--- src/hw/trig_pkg.sv ---
package trig_pkg;

   localparam int data_width    = 32;
   localparam int reg_addr_bits = 8;   // Register number, byte address >> 2.

   localparam logic [reg_addr_bits-1:0] reg_trigger_mask = 8'd0;
   localparam logic [reg_addr_bits-1:0] reg_trigger      = 8'd1;
   localparam logic [reg_addr_bits-1:0] reg_delay_base   = 8'd2;   // Channel i at 2+i.

   typedef struct packed {
      logic                       awvalid;
      logic [reg_addr_bits+1:0]   awaddr;
      logic                       wvalid;
      logic [data_width-1:0]      wdata;
      logic                       bready;
   } axil_wr_req_t;

   // Response is always OKAY, so bresp is not carried.
   typedef struct packed {
      logic                       awready;
      logic                       wready;
      logic                       bvalid;
   } axil_wr_rsp_t;

   typedef struct packed {
      logic                       arvalid;
      logic [reg_addr_bits+1:0]   araddr;
      logic                       rready;
   } axil_rd_req_t;

   typedef struct packed {
      logic                       arready;
      logic                       rvalid;
      logic [data_width-1:0]      rdata;
   } axil_rd_rsp_t;

   typedef struct packed {
      logic                       en;     // One-cycle strobe.
      logic [reg_addr_bits-1:0]   num;
      logic [data_width-1:0]      data;
   } reg_wr_t;

endpackage
--- src/hw/trig_unit.sv ---
`timescale 1ns/1ps

module trig_unit #(
   parameter int n_trigger     = 8,
   parameter int counter_width = 16
) (
   input  logic                      axilite,
   input  logic                      rstn,
   input  trig_pkg::axil_wr_req_t    wr_req,
   output trig_pkg::axil_wr_rsp_t    wr_rsp,
   input  trig_pkg::axil_rd_req_t    rd_req,
   output trig_pkg::axil_rd_rsp_t    rd_rsp,
   output logic [n_trigger-1:0]      triggers
);

   trig_pkg::reg_wr_t                        reg_wr;
   logic [trig_pkg::reg_addr_bits-1:0]       rd_num;
   logic [trig_pkg::data_width-1:0]          rd_data;

   axil_subordinate u_sub (
      .axilite   (axilite),
      .rstn      (rstn),
      .wr_req    (wr_req),
      .wr_rsp    (wr_rsp),
      .rd_req    (rd_req),
      .rd_rsp    (rd_rsp),
      .reg_wr    (reg_wr),
      .rd_num    (rd_num),
      .rd_data   (rd_data)
   );

   trig_reg_bank #(
      .n_trigger     (n_trigger),
      .counter_width (counter_width)
   ) u_bank (
      .axilite   (axilite),
      .rstn      (rstn),
      .reg_wr    (reg_wr),
      .rd_num    (rd_num),
      .rd_data   (rd_data),
      .triggers  (triggers)
   );

endmodule

--- src/hw/trig_reg_bank.sv ---
`timescale 1ns/1ps

module trig_reg_bank #(
   parameter int n_trigger     = 8,
   parameter int counter_width = 16
) (
   input  logic                                 axilite,
   input  logic                                 rstn,
   input  trig_pkg::reg_wr_t                    reg_wr,
   input  logic [trig_pkg::reg_addr_bits-1:0]   rd_num,
   output logic [trig_pkg::data_width-1:0]      rd_data,
   output logic [n_trigger-1:0]                 triggers
);

   logic                           arm;
   logic [n_trigger-1:0]           mask;
   logic [n_trigger-1:0]           armed;
   logic [n_trigger-1:0]           trigger_raw;
   logic [counter_width-1:0]       delay_reg [n_trigger];

   // Channel mask.
   always_ff @(posedge axilite) begin
      if (!rstn) begin
         mask <= '1;
      end else if (reg_wr.en && reg_wr.num == trig_pkg::reg_trigger_mask) begin
         mask <= reg_wr.data[n_trigger-1:0];
      end
   end

   // Delays keep only the low counter bits.
   always_ff @(posedge axilite) begin
      if (!rstn) begin
         for (int i = 0; i < n_trigger; i++) begin
            delay_reg[i] <= '0;
         end
      end else if (reg_wr.en) begin
         for (int i = 0; i < n_trigger; i++) begin
            if (reg_wr.num == trig_pkg::reg_delay_base + i) begin
               delay_reg[i] <= reg_wr.data[counter_width-1:0];
            end
         end
      end
   end

   // Arm all channels together.
   always_ff @(posedge axilite) begin
      if (!rstn) begin
         arm <= 1'b0;
      end else begin
         arm <= reg_wr.en && reg_wr.num == trig_pkg::reg_trigger;
      end
   end

   always_comb begin
      rd_data = '0;
      if (rd_num == trig_pkg::reg_trigger_mask) begin
         rd_data[n_trigger-1:0] = mask;
      end else if (rd_num == trig_pkg::reg_trigger) begin
         rd_data[0] = &armed;   // All channels still counting.
      end else begin
         for (int i = 0; i < n_trigger; i++) begin
            if (rd_num == trig_pkg::reg_delay_base + i) begin
               rd_data[counter_width-1:0] = delay_reg[i];
            end
         end
      end
   end

   for (genvar i = 0; i < n_trigger; i++) begin : g_chan
      trig_delay_counter #(
         .counter_width (counter_width)
      ) u_counter (
         .axilite       (axilite),
         .rstn          (rstn),
         .arm           (arm),
         .wait_cycles   (delay_reg[i]),
         .armed         (armed[i]),
         .trigger       (trigger_raw[i])
      );
   end

   // Masked channels keep counting but stay quiet.
   assign triggers = trigger_raw & mask;

endmodule

--- src/hw/trig_delay_counter.sv ---
`timescale 1ns/1ps

module trig_delay_counter #(
   parameter int counter_width = 16
) (
   input  logic                        axilite,
   input  logic                        rstn,
   input  logic                        arm,
   input  logic [counter_width-1:0]    wait_cycles,
   output logic                        armed,
   output logic                        trigger
);

   logic [counter_width-1:0]           counter;

   always_ff @(posedge axilite) begin
      if (!rstn) begin
         armed   <= 1'b0;
         trigger <= 1'b0;
      end else if (armed) begin
         if (arm) begin
            trigger <= 1'b1;   // Early fire, then restart.
            counter <= wait_cycles;
         end else if (counter != '0) begin
            trigger <= 1'b0;
            counter <= counter - 1'b1;
         end else begin
            trigger <= 1'b1;
            armed   <= 1'b0;
         end
      end else begin
         trigger <= 1'b0;
         if (arm) begin
            armed   <= 1'b1;
            counter <= wait_cycles;
         end
      end
   end

endmodule

--- src/hw/axil_subordinate.sv ---
`timescale 1ns/1ps

module axil_subordinate (
   input  logic                                    axilite,
   input  logic                                    rstn,
   input  trig_pkg::axil_wr_req_t                  wr_req,
   output trig_pkg::axil_wr_rsp_t                  wr_rsp,
   input  trig_pkg::axil_rd_req_t                  rd_req,
   output trig_pkg::axil_rd_rsp_t                  rd_rsp,
   output trig_pkg::reg_wr_t                       reg_wr,
   output logic [trig_pkg::reg_addr_bits-1:0]      rd_num,
   input  logic [trig_pkg::data_width-1:0]         rd_data
);

   typedef enum logic [1:0] {
      st_idle,
      st_wresp,
      st_raddr,
      st_rdata
   } state_t;

   state_t                                 state;

   logic                                   awready;
   logic                                   wready;
   logic                                   bvalid;
   logic                                   arready;
   logic                                   rvalid;
   logic [trig_pkg::data_width-1:0]        rdata;

   logic                                   wr_en;
   logic [trig_pkg::reg_addr_bits-1:0]     wr_num;
   logic [trig_pkg::data_width-1:0]        wr_data;

   assign wr_rsp = '{awready: awready, wready: wready, bvalid: bvalid};
   assign rd_rsp = '{arready: arready, rvalid: rvalid, rdata: rdata};
   assign reg_wr = '{en: wr_en, num: wr_num, data: wr_data};

   always_ff @(posedge axilite) begin
      if (!rstn) begin
         state   <= st_idle;
         awready <= 1'b0;
         wready  <= 1'b0;
         bvalid  <= 1'b0;
         arready <= 1'b0;
         rvalid  <= 1'b0;
         wr_en   <= 1'b0;
      end else begin
         awready <= 1'b0;   // Ready and strobe are single-cycle.
         wready  <= 1'b0;
         arready <= 1'b0;
         wr_en   <= 1'b0;
         case (state)
            st_idle: begin
               // Write has priority over read.
               if (wr_req.awvalid && wr_req.wvalid) begin
                  awready <= 1'b1;
                  wready  <= 1'b1;
                  wr_en   <= 1'b1;
                  state   <= st_wresp;
               end else if (rd_req.arvalid) begin
                  arready <= 1'b1;
                  state   <= st_raddr;
               end
            end
            st_wresp: begin
               if (bvalid && wr_req.bready) begin
                  bvalid <= 1'b0;
                  state  <= st_idle;
               end else begin
                  bvalid <= 1'b1;
               end
            end
            st_raddr: begin
               rvalid <= 1'b1;   // Bank data is valid one cycle after latch.
               state  <= st_rdata;
            end
            st_rdata: begin
               if (rd_req.rready) begin
                  rvalid <= 1'b0;
                  state  <= st_idle;
               end
            end
            default: state <= st_idle;
         endcase
      end
   end

   // Address and data capture.
   always_ff @(posedge axilite) begin
      if (state == st_idle) begin
         if (wr_req.awvalid && wr_req.wvalid) begin
            wr_num  <= wr_req.awaddr[trig_pkg::reg_addr_bits+1:2];   // Drop byte offset.
            wr_data <= wr_req.wdata;
         end else if (rd_req.arvalid) begin
            rd_num  <= rd_req.araddr[trig_pkg::reg_addr_bits+1:2];
         end
      end
      if (state == st_raddr) begin
         rdata <= rd_data;   // Held stable while rvalid waits.
      end
   end

endmodule

--- config.mk ---
export PLATFORM = sky130hd
export DESIGN_NAME = trig_unit
export DESIGN_NICKNAME = d
export VERILOG_FILES = /design/src/hw/trig_pkg.sv /design/src/hw/trig_unit.sv /design/src/hw/trig_reg_bank.sv /design/src/hw/trig_delay_counter.sv /design/src/hw/axil_subordinate.sv
export SDC_FILE = /design/constraint.sdc
export NUM_CORES = 1
export LEC_CHECK = 0
export ABC_AREA = 1
export BUFFER_PORTS_ARGS = -buffer_cell sky130_fd_sc_hd__buf_2
export CORE_UTILIZATION = 46
export DETAILED_ROUTE_END_ITERATION = 6
export PLACE_DENSITY = 0.7
export SYNTH_ARGS = -nofsm -noshare
export SYNTH_HDL_FRONTEND = slang
export SYNTH_HIERARCHICAL = 1
export SYNTH_SLANG_ARGS = --single-unit
--- constraint.sdc ---
create_clock -name axilite -period 2.6 [get_ports axilite]
set_input_delay 0.26 -clock axilite [delete_from_list [all_inputs] [get_ports axilite]]
set_output_delay 0.26 -clock axilite [all_outputs]
set_load 0.03 [all_outputs]
== Word-level counts from Yosys, hierarchy flattened ==
Memories as Yosys holds them, arrays and structs flattened.
Index checks and enable logic that the tools add are counted.
Word-level totals
  bits in registers: 207
  latch bits: 0
  RAM bits: 128
  bits in read-only memories: 0
  input bits: 59
  output and inout port bits: 45
  logic and storage cells: 272
  memories: 1
Cells by class
  $add $sub $neg: 8
  $mul: 0
  divide/modulo/power cells: 0
  $lt $le $gt $ge: 0
  eq/ne operators: 24
  shift operators: 0
  muxes and demuxes: 135
  bitwise operators: 12
  reduce and logical (&&, ||, !) cells: 56
Memories
  u_bank.delay_reg: depth 8, bits a word 16, read ports 8, clocked after Yosys merged registers in 0, write ports 8, line trig_reg_bank.sv:19  | logic [counter_width-1:0] delay_reg [n_trigger];
Operator list (count)
  $mux W16: 48
  $reduce_bool A16 Y1: 8
  $sub A16 B1 Y16 const B: 8
  $mux W1: 79
  $eq A8 B3 Y1 const B: 8
  $reduce_bool A2 Y1: 17
  $eq A8 B2 Y1 const B: 4
  $eq A8 B4 Y1 const B: 4
  $reduce_and A3 Y1: 10
  $reduce_and A2 Y1: 11
  $eq A8 B1 Y1 const B: 2
  $logic_not A8 Y1: 2
  $and A8 B8 Y8: 1
  $mux W2: 4
  $mux W8: 1
  $or A1 B1 Y1: 8
  $pmux W2 S4: 1
  $reduce_and A8 Y1: 1
  $mux W7: 1
  $eq A2 B2 Y1 const B: 2
  $logic_and A1 B1 Y1: 4
  $ne A3 B2 Y1 const B: 1
  $not A1 Y1: 3
  $reduce_or A3 Y1: 1
  other kinds (6): 6

== Longest topological paths before layout ==
Gate-level depths: netlist of run 1.
  word-level depth: 11
  depth in mapped cells: 12
  mapped depth without buffers: 11

== Cells and area by module ==
Netlist of run 1, hierarchy kept.
By module, submodules not included
  trig_reg_bank: times used 1, cells each 646, area an instance 6326.1 um^2, seq. area each 4023.9 um^2
  trig_delay_counter (u_bank.g_chan[0].u_counter ...): times used 5, cells each 165, area an instance 1223.7 um^2, seq. area each 520.5 um^2
  axil_subordinate: times used 1, cells each 123, area an instance 2707.6 um^2, seq. area each 2522.4 um^2
  trig_delay_counter (u_bank.g_chan[5].u_counter ...): times used 2, cells each 162, area an instance 1202.4 um^2, seq. area each 520.5 um^2
  trig_delay_counter (u_bank.g_chan[7].u_counter): times used 1, cells each 166, area an instance 1222.4 um^2, seq. area each 520.5 um^2

== Worst setup path before layout of run 1 ==
Ideal clock, no wire load.
  path kind: reg-to-reg
  start: register u_sub.state[0]
  end: register u_sub/wr_data[0] (netlist name), enable pin
  library setup time: 0.438 ns
  arrival time: 2.248 ns
  data required time: 2.162 ns
  path slack: -0.085 ns
  stages on the path, launching flop included: 4
  buffers on the path: 0
  clock period less this slack: 2.685 ns
  cell sequence: dfxtp_1 > nor2_2 > inv_1 > nor2_1
On the way
  cells in the longest elaborated chain, start to end: 2
Ends and longest elaborated chain
  from (decl): line axil_subordinate.sv:22  | state_t state;
  from (signal assigned): line axil_subordinate.sv:41  | state <= st_idle;
  from (signal assigned): line axil_subordinate.sv:60  | state <= st_wresp;
  from (signal assigned): line axil_subordinate.sv:63  | state <= st_raddr;
  $logic_not A2 Y1: line axil_subordinate.sv:91  | if (state == st_idle) begin
  $reduce_and A2 Y1 (no source line)
  to (signal assigned): line axil_subordinate.sv:94  | wr_data <= wr_req.wdata;
  to (decl): line axil_subordinate.sv:33  | logic [trig_pkg::data_width-1:0] wr_data;
No other way between the ends.
A chain may end at the register's enable or synchronous reset.

== Worst setup path in the final report of run 1 ==
  start: register u_sub/rd_num[1] (netlist name)
  end: register u_sub/rdata[14] (netlist name) (data pin)
On the way
  cells in the longest elaborated chain, start to end: 9
  elaborated cells on any way between the ends: 19
  classes of those cells: eq/ne (9); mux (8); reduce/logical (2)
Ends and longest elaborated chain
  from (decl): line axil_subordinate.sv:11  | output logic [trig_pkg::reg_addr_bits-1:0] rd_num,
  from (signal assigned): line axil_subordinate.sv:96  | rd_num <= rd_req.araddr[trig_pkg::reg_addr_bits+1:2];
  $eq A8 B2 Y1: line trig_reg_bank.sv:62  | if (rd_num == trig_pkg::reg_delay_base + i) begin
  $mux W16 (8 in a row): line trig_reg_bank.sv:62
  to (signal assigned): line axil_subordinate.sv:100  | rdata <= rd_data;
  to (decl): line axil_subordinate.sv:29  | logic [trig_pkg::data_width-1:0] rdata;
Several ways; a longest one is shown, not always the timed one.

==> impl_metrics.prom, run 1 <==
# TYPE chip_impl_metric gauge
chip_impl_info{name="run_status",value="finished, final reports clean"} 1
chip_impl_metric{name="core_area",unit="mm2"} 0.0389
chip_impl_metric{name="ant_nets",unit=""} 0
chip_impl_metric{name="dp_hpwl",unit="um"} 34200
chip_impl_info{name="highest-signal-layer",value="met4"} 1
chip_impl_metric{name="syn_area",unit="mm2"} 0.0183
chip_impl_metric{name="drc",unit=""} 0
chip_impl_info{name="crit_type",value="register to register"} 1
chip_impl_metric{name="drt_pre_antenna_iters",unit=""} 6
chip_impl_metric{name="cts_buffers",unit=""} 39
chip_impl_metric{name="num_vias",unit=""} 14500
chip_impl_metric{name="vdd_drop_max",unit="uV"} 582
chip_impl_metric{name="drt-wirelength-per-cell",unit="um"} 17.2
chip_impl_info{name="setup.worst_path.start_class",value="register"} 1
chip_impl_metric{name="die_height",unit="um"} 201
chip_impl_metric{name="drv_slew",unit=""} 0
chip_impl_metric{name="cts_setup_buffers",unit=""} 0
chip_impl_metric{name="nNetsFinal",unit=""} 2280
chip_impl_metric{name="grt.overflow.total",unit=""} 0
chip_impl_metric{name="initial_utilization",unit="%"} 47.0
chip_impl_metric{name="finalClockSkew",unit="ns"} 0.0212
chip_impl_info{name="clock_tree_from_tritoncts",value="done"} 1
chip_impl_metric{name="critical_path_arrival",unit="ns"} 2.61
chip_impl_metric{name="final_period_minus_worst_setup_slack",unit="ns"} 2.34
chip_impl_metric{name="worst-r2r-cell-count",unit=""} 8
chip_impl_metric{name="first_global_vias",unit=""} 13500
chip_impl_metric{name="ctsLongestPathBuffers",unit=""} 3
chip_impl_metric{name="gr-usage-all-layers",unit="%"} 23.3
chip_impl_info{name="cts.root.buffer_cell",value="clkbuf_16"} 1
chip_impl_metric{name="htree_num_levels",unit=""} 2
chip_impl_metric{name="power_density",unit="mW/mm2"} 635
chip_impl_metric{name="report.final.setup_viol",unit=""} 0
chip_impl_metric{name="leakagePower",unit="nW"} 8.66
chip_impl_metric{name="synthesis.instances",unit=""} 2068
chip_impl_metric{name="drive_above_1_share",unit="%"} 15.7
chip_impl_metric{name="maxCapViolCount",unit=""} 0
chip_impl_metric{name="antenna_found_initial",unit=""} 0
chip_impl_metric{name="die_area",unit="mm2"} 0.0406
chip_impl_metric{name="report.power.total",unit="mW"} 13.3
chip_impl_info{name="min_to",value="u_sub/arready"} 1
chip_impl_metric{name="crit_path_max_fanout",unit=""} 12
chip_impl_metric{name="syn2layout_area_growth",unit="%"} 14.3
chip_impl_metric{name="cp.buffers_inverters",unit=""} 1
chip_impl_info{name="crit_path_cell_trace",value="inv_2 > nand2_1 > nor2_2 > nand2_1 > o21ai_0 > nand3_1 > nor2_1 > nand3_1"} 1
chip_impl_info{name="holdCritStartpoint",value="rd_req[11]"} 1
chip_impl_metric{name="worst_hold_path_depth",unit=""} 3
chip_impl_metric{name="wl_met2",unit="um"} 21700
chip_impl_metric{name="drt_iter0_drc",unit=""} 1695
chip_impl_metric{name="reg2reg_setup_slack",unit="ns"} 0.26
chip_impl_info{name="crit_family",value="simple AND/OR/NAND/NOR gates"} 1
chip_impl_metric{name="insertedDiodeCount",unit=""} 0
chip_impl_metric{name="fp-row-count",unit=""} 72
chip_impl_metric{name="cp_data_required_time",unit="ns"} 2.87
chip_impl_metric{name="clk-insertion-delay-late",unit="ns"} 0.54
chip_impl_metric{name="cp.depth",unit=""} 8
chip_impl_metric{name="wire_length_of_the_first_global_routing_pass",unit="um"} 73400
chip_impl_metric{name="timing.max_slew.rel_slack",unit="%"} 46.4
chip_impl_metric{name="finalCritPeriodShare",unit="%"} 89.9
chip_impl_info{name="critical_path_cell_with_the_highest_stage_delay",value="edfxtp_1"} 1
chip_impl_metric{name="die_width",unit="um"} 201
chip_impl_metric{name="finalHoldViolations",unit=""} 0
chip_impl_metric{name="yosysWarningCount",unit=""} 6
chip_impl_metric{name="clock_pin_transition_on_the_worst_setup_and_hold_timing_paths",unit="ns"} 0.06
chip_impl_metric{name="drt-met1-wl",unit="um"} 20700
chip_impl_info{name="r2r_end",value="u_sub/rdata[14]"} 1
chip_impl_metric{name="gp_congestion",unit=""} 0.899
chip_impl_metric{name="grt_max_degree",unit=""} 33
chip_impl_metric{name="worst_slew_pin_slew",unit="ns"} 0.801
chip_impl_metric{name="ioPinCount",unit=""} 104
chip_impl_metric{name="critical-path-max-stage-delay",unit="ns"} 0.47
chip_impl_metric{name="fin_tns_setup",unit="ns"} 0
chip_impl_metric{name="via_per_inst",unit=""} 5.23
chip_impl_metric{name="postSynthAreaPerCell",unit="um2"} 8.85
chip_impl_metric{name="cts.sink_count",unit=""} 351
chip_impl_metric{name="portBuffers",unit=""} 83
chip_impl_info{name="crit-reg2reg-launch",value="u_sub/rd_num[1]"} 1
chip_impl_info{name="worst_hold_path_type",value="primary input to register"} 1
chip_impl_info{name="rsz0062_at_grt",value="no"} 1
chip_impl_metric{name="dr_wl_met3",unit="um"} 4000
chip_impl_metric{name="routed_wl",unit="um"} 47600
chip_impl_info{name="endpoint_kind",value="register"} 1
chip_impl_metric{name="clock.fmax",unit="GHz"} 0.428
[worst max path at each step]
stage | endpoint | from | slack (ns)
after floorplan | u_bank/delay_reg[1][48] | u_sub/wr_num[7] | 0.33
after global placement | u_sub/rdata[14] | u_sub/rd_num[1] | 0.37
after detailed placement | u_sub/rdata[14] | u_sub/rd_num[1] | 0.30
after CTS | u_sub/rdata[14] | u_sub/rd_num[1] | 0.32
after global routing | u_sub/rdata[14] | u_sub/rd_num[1] | 0.11
final | u_sub/rdata[14] | u_sub/rd_num[1] | 0.26
[layout make-up]
class	count	area [um2]
Fill cell	3463	18000
Sequential cell	351	10200
Multi-Input combinational cell	1382	6620
Inverter	289	1100
Clock buffer	54	1060
Timing Repair Buffer	150	1010
Tap cell	518	648
Clock inverter	17	254
[layer usage]
metal | up-vias | track usage, %
met5 | - | 0
met4 | 0 | 7.03
met3 | 71 | 2.87
met2 | 614 | 37.6
met1 | 6728 | 33.0
li1 | 7040 | -
[metrics by stage]
step | cell area [um2] | hold slack (ns) | util (%) | instances | setup WS (ns)
floorplan | 18400 | 0.359 | - | 2083 | 0.327
global placement | 19300 | 0.438 | 49.5 | 2658 | 0.374
detailed placement | 19300 | 0.438 | 49.5 | 2658 | 0.304
CTS | 20900 | 0.00265 | 53.8 | 2761 | 0.318
global route | 20900 | 0.0439 | 53.8 | 2761 | 0.110
finish | 20900 | 0.0318 | 53.8 | 2761 | 0.264
[power by group]
part           leakage, nW  switching (mW)  internal [mW]  total (mW)
sequential            3.33           0.170           6.45        6.62
clock                0.639            2.22           3.47        5.69
combinational         4.70           0.713          0.253       0.966
total                 8.66            3.11           10.2        13.3
[tightest hold or removal path, stage by stage]
cell and delay, ns:
buf_2 0.09, inv_1 0.09, nor3_1 0.06
[placed cells by master (no fill, tap or decap), drive strengths merged, types with 8 or more instances in the layout]
master / count
clkbuf: 54
clkinv: 10
conb: 16
buf: 118
o21ai: 82
inv: 289
dlygate4sd3: 32
ha: 8
nand3: 218
a31oi: 19
nor2: 420
nand2: 456
a21oi: 52
o2111ai: 10
xor2: 13
nand4: 16
edfxtp: 320
dfxtp: 31
or2: 61
[what timing repair did]
item                                   4_1_cts  5_1_grt
endpoints found under the hold margin       32        0
gates resized for setup                      0        0
hold buffers                                32        0
Power figures use the tool's default switching activity.
==> inputs of run 2 (changes only) <==
PLACE_DENSITY = 0.68   (was 0.7)
SKIP_LAST_GASP = 1   (was unset)
clock period = 2.35 ns   (was 2.6 ns; I/O delays follow)
==> impl_metrics.prom, run 2 (synthesis results as in run 1) <==
# TYPE chip_impl_metric gauge
chip_impl_metric{name="cell_internal_power",unit="mW"} 11.0
chip_impl_metric{name="leakagePower",unit="nW"} 8.68
chip_impl_info{name="critical_path_cell_with_the_highest_stage_delay",value="edfxtp_1"} 1
chip_impl_info{name="final_common_cell",value="nand2_1"} 1
chip_impl_metric{name="dp_hpwl",unit="um"} 34100
chip_impl_metric{name="portBuffers",unit=""} 83
chip_impl_metric{name="clk-insertion-delay-late",unit="ns"} 0.54
chip_impl_metric{name="fin_tns_setup",unit="ns"} 0
chip_impl_metric{name="nNetsFinal",unit=""} 2284
chip_impl_metric{name="die_height",unit="um"} 201
chip_impl_metric{name="critical_path_arrival",unit="ns"} 2.32
chip_impl_metric{name="antenna_found_initial",unit=""} 1
chip_impl_info{name="worst_hold_path_type",value="primary input to register"} 1
chip_impl_metric{name="clock_pin_transition_on_the_worst_setup_and_hold_timing_paths",unit="ns"} 0.06
chip_impl_metric{name="share_comb_of_total_power",unit="%"} 7.4
chip_impl_metric{name="worst_slew_pin_slew",unit="ns"} 0.706
chip_impl_metric{name="ctsLongestPathBuffers",unit=""} 3
chip_impl_info{name="setup.worst_path.start_class",value="register"} 1
chip_impl_metric{name="fp-row-count",unit=""} 72
chip_impl_metric{name="drive_above_1_share",unit="%"} 16.0
chip_impl_metric{name="drt_iter0_drc",unit=""} 1644
chip_impl_metric{name="crit_path_max_fanout",unit=""} 14
chip_impl_metric{name="switching_share",unit="%"} 23.6
chip_impl_metric{name="initial_utilization",unit="%"} 47.0
chip_impl_metric{name="core_area",unit="mm2"} 0.0389
chip_impl_metric{name="wire_length_of_the_first_global_routing_pass",unit="um"} 74300
chip_impl_info{name="rsz0062_at_grt",value="no"} 1
chip_impl_metric{name="share_seq_of_total_power",unit="%"} 50.6
chip_impl_metric{name="drc",unit=""} 0
chip_impl_metric{name="cts.sink_count",unit=""} 351
chip_impl_metric{name="ioPinCount",unit=""} 104
chip_impl_metric{name="finalHoldViolations",unit=""} 0
chip_impl_metric{name="htree_num_levels",unit=""} 2
chip_impl_metric{name="gr-usage-all-layers",unit="%"} 23.5
chip_impl_metric{name="routed_wl",unit="um"} 47000
chip_impl_metric{name="cp.buffers_inverters",unit=""} 2
chip_impl_metric{name="drt-wirelength-per-cell",unit="um"} 17.0
chip_impl_info{name="crit_type",value="register to register"} 1
chip_impl_info{name="run_status",value="finished, final reports clean"} 1
chip_impl_metric{name="maxCapViolCount",unit=""} 0
chip_impl_metric{name="clkPwrFrac",unit="%"} 41.9
chip_impl_metric{name="insertedDiodeCount",unit=""} 0
chip_impl_metric{name="cts_setup_buffers",unit=""} 0
chip_impl_info{name="crit_path_cell_trace",value="nand2_1 > nor2_2 > buf_4 > nand3_1 > nand3_1 > a21oi_1 > nand4_1 > nand2_1 > inv_1"} 1
chip_impl_metric{name="report.final.setup_viol",unit=""} 0
chip_impl_metric{name="cp_data_required_time",unit="ns"} 2.65
chip_impl_metric{name="first_global_vias",unit=""} 13600
chip_impl_metric{name="net_load_switching_power",unit="mW"} 3.41
chip_impl_metric{name="design_area",unit="mm2"} 0.0209
chip_impl_metric{name="fin_hold_ws",unit="ns"} 0.0299
chip_impl_metric{name="finalCritPeriodShare",unit="%"} 86.0
chip_impl_metric{name="grt_max_degree",unit=""} 35
chip_impl_metric{name="die_width",unit="um"} 201
chip_impl_metric{name="via_per_inst",unit=""} 5.23
chip_impl_metric{name="drt_pre_antenna_iters",unit=""} 5
chip_impl_metric{name="finalClockSkew",unit="ns"} 0.0209
chip_impl_metric{name="post_dp_cell_area",unit="mm2"} 0.0193
chip_impl_metric{name="ctsResizeCount",unit=""} 0
chip_impl_metric{name="power_density",unit="mW/mm2"} 690
chip_impl_metric{name="syn2layout_area_growth",unit="%"} 14.3
chip_impl_metric{name="cts_hold_buf",unit=""} 33
chip_impl_metric{name="grt.overflow.total",unit=""} 0
chip_impl_metric{name="cts_buffers",unit=""} 39
chip_impl_metric{name="die_area",unit="mm2"} 0.0406
chip_impl_metric{name="gp_congestion",unit=""} 0.951
chip_impl_metric{name="clock.fmax",unit="GHz"} 0.495
chip_impl_metric{name="num_vias",unit=""} 14500
chip_impl_info{name="endpoint_kind",value="register"} 1
chip_impl_info{name="cts.root.buffer_cell",value="clkbuf_16"} 1
chip_impl_metric{name="drv_slew",unit=""} 0
chip_impl_info{name="most-common-layout-cells",value="430 x nand2_1, 366 x nor2_1, 320 x edfxtp_1"} 1
chip_impl_info{name="clock_tree_from_tritoncts",value="done"} 1
chip_impl_metric{name="critical-path-max-stage-delay",unit="ns"} 0.44
chip_impl_metric{name="vdd_drop_max",unit="uV"} 688
chip_impl_metric{name="ant_nets",unit=""} 0
chip_impl_info{name="crit_family",value="simple AND/OR/NAND/NOR gates"} 1
chip_impl_metric{name="timing.max_slew.rel_slack",unit="%"} 52.8
chip_impl_metric{name="final_period_minus_worst_setup_slack",unit="ns"} 2.02
run 2: cell types whose count changed in the layout (fill, tap and decap cells not counted), sizes merged:
cell         previous run  this run
bufinv                  6         3
clkbuf                 54        51
clkinv                 10        17
dlygate4sd3            32        33
buf                   118       121
clkinvlp                1         0
run 2: path summary, 6_finish.rpt:
path / start / to / slack, ns / depth (start not counted)
setup / recovery: u_sub/rd_num[2] / u_sub/rdata[10] / 0.33 / 9
setup reg to reg: u_sub/rd_num[2] / u_sub/rdata[10] / 0.33 / 9
hold reg to reg: u_sub/wr_data[3] / u_bank/mask[3] / 0.48 / 2
hold / removal: wr_req[0] / u_sub/bvalid / 0.03 / 4
run 2: final cells by class:
| type | instances | area, um2 |
|---|---|---|
| Timing Repair Buffer | 154 | 1060 |
| Multi-Input combinational cell | 1382 | 6620 |
| Tap cell | 518 | 648 |
| Inverter | 289 | 1100 |
| Clock inverter | 20 | 184 |
| Sequential cell | 351 | 10200 |
| Clock buffer | 51 | 1090 |
| Fill cell | 3508 | 18000 |
run 2: worst reg2reg max path: stages, from the launching register on:
cell and delay (ns):
edfxtp_1 0.44, nand2_1 0.25, nor2_2 0.09, buf_4 0.20, nand3_1 0.10, nand3_1 0.12, a21oi_1 0.31, nand4_1 0.15
nand2_1 0.09, inv_1 0.04
run 2: metrics by stage:
stage	instances	utilization, %	setup WS (ns)	power (mW)
4_1_cts	2765	53.8	0.300	14.5
3_5_place_dp	2661	49.6	0.296	8.45
5_1_grt	2765	53.8	0.158	14.9
2_1_floorplan	2083	-	0.0773	8.05
3_3_place_gp	2661	49.6	0.336	8.42
6_report	2765	53.8	0.328	14.4
run 2: metal layers:
metal,vias up,part of all wire [%],track usage (%)
li1,7037,-,-
met1,6753,44,33.6
met2,580,45,36.9
met3,78,8.3,3.29
met4,2,2.8,7.41
met5,-,0.019,0
run 2: power by group through the flow:
| stage | Combinational (mW) | Clock (mW) | Sequential, mW |
|---|---|---|---|
| after CTS | 1.05 | 6.17 | 7.31 |
| after detailed placement | 1.01 | 0 | 7.44 |
| after global routing | 1.15 | 6.41 | 7.34 |
| final | 1.07 | 6.06 | 7.31 |
| after global placement | 0.991 | 0 | 7.43 |
| after floorplan | 0.501 | 0 | 7.55 |
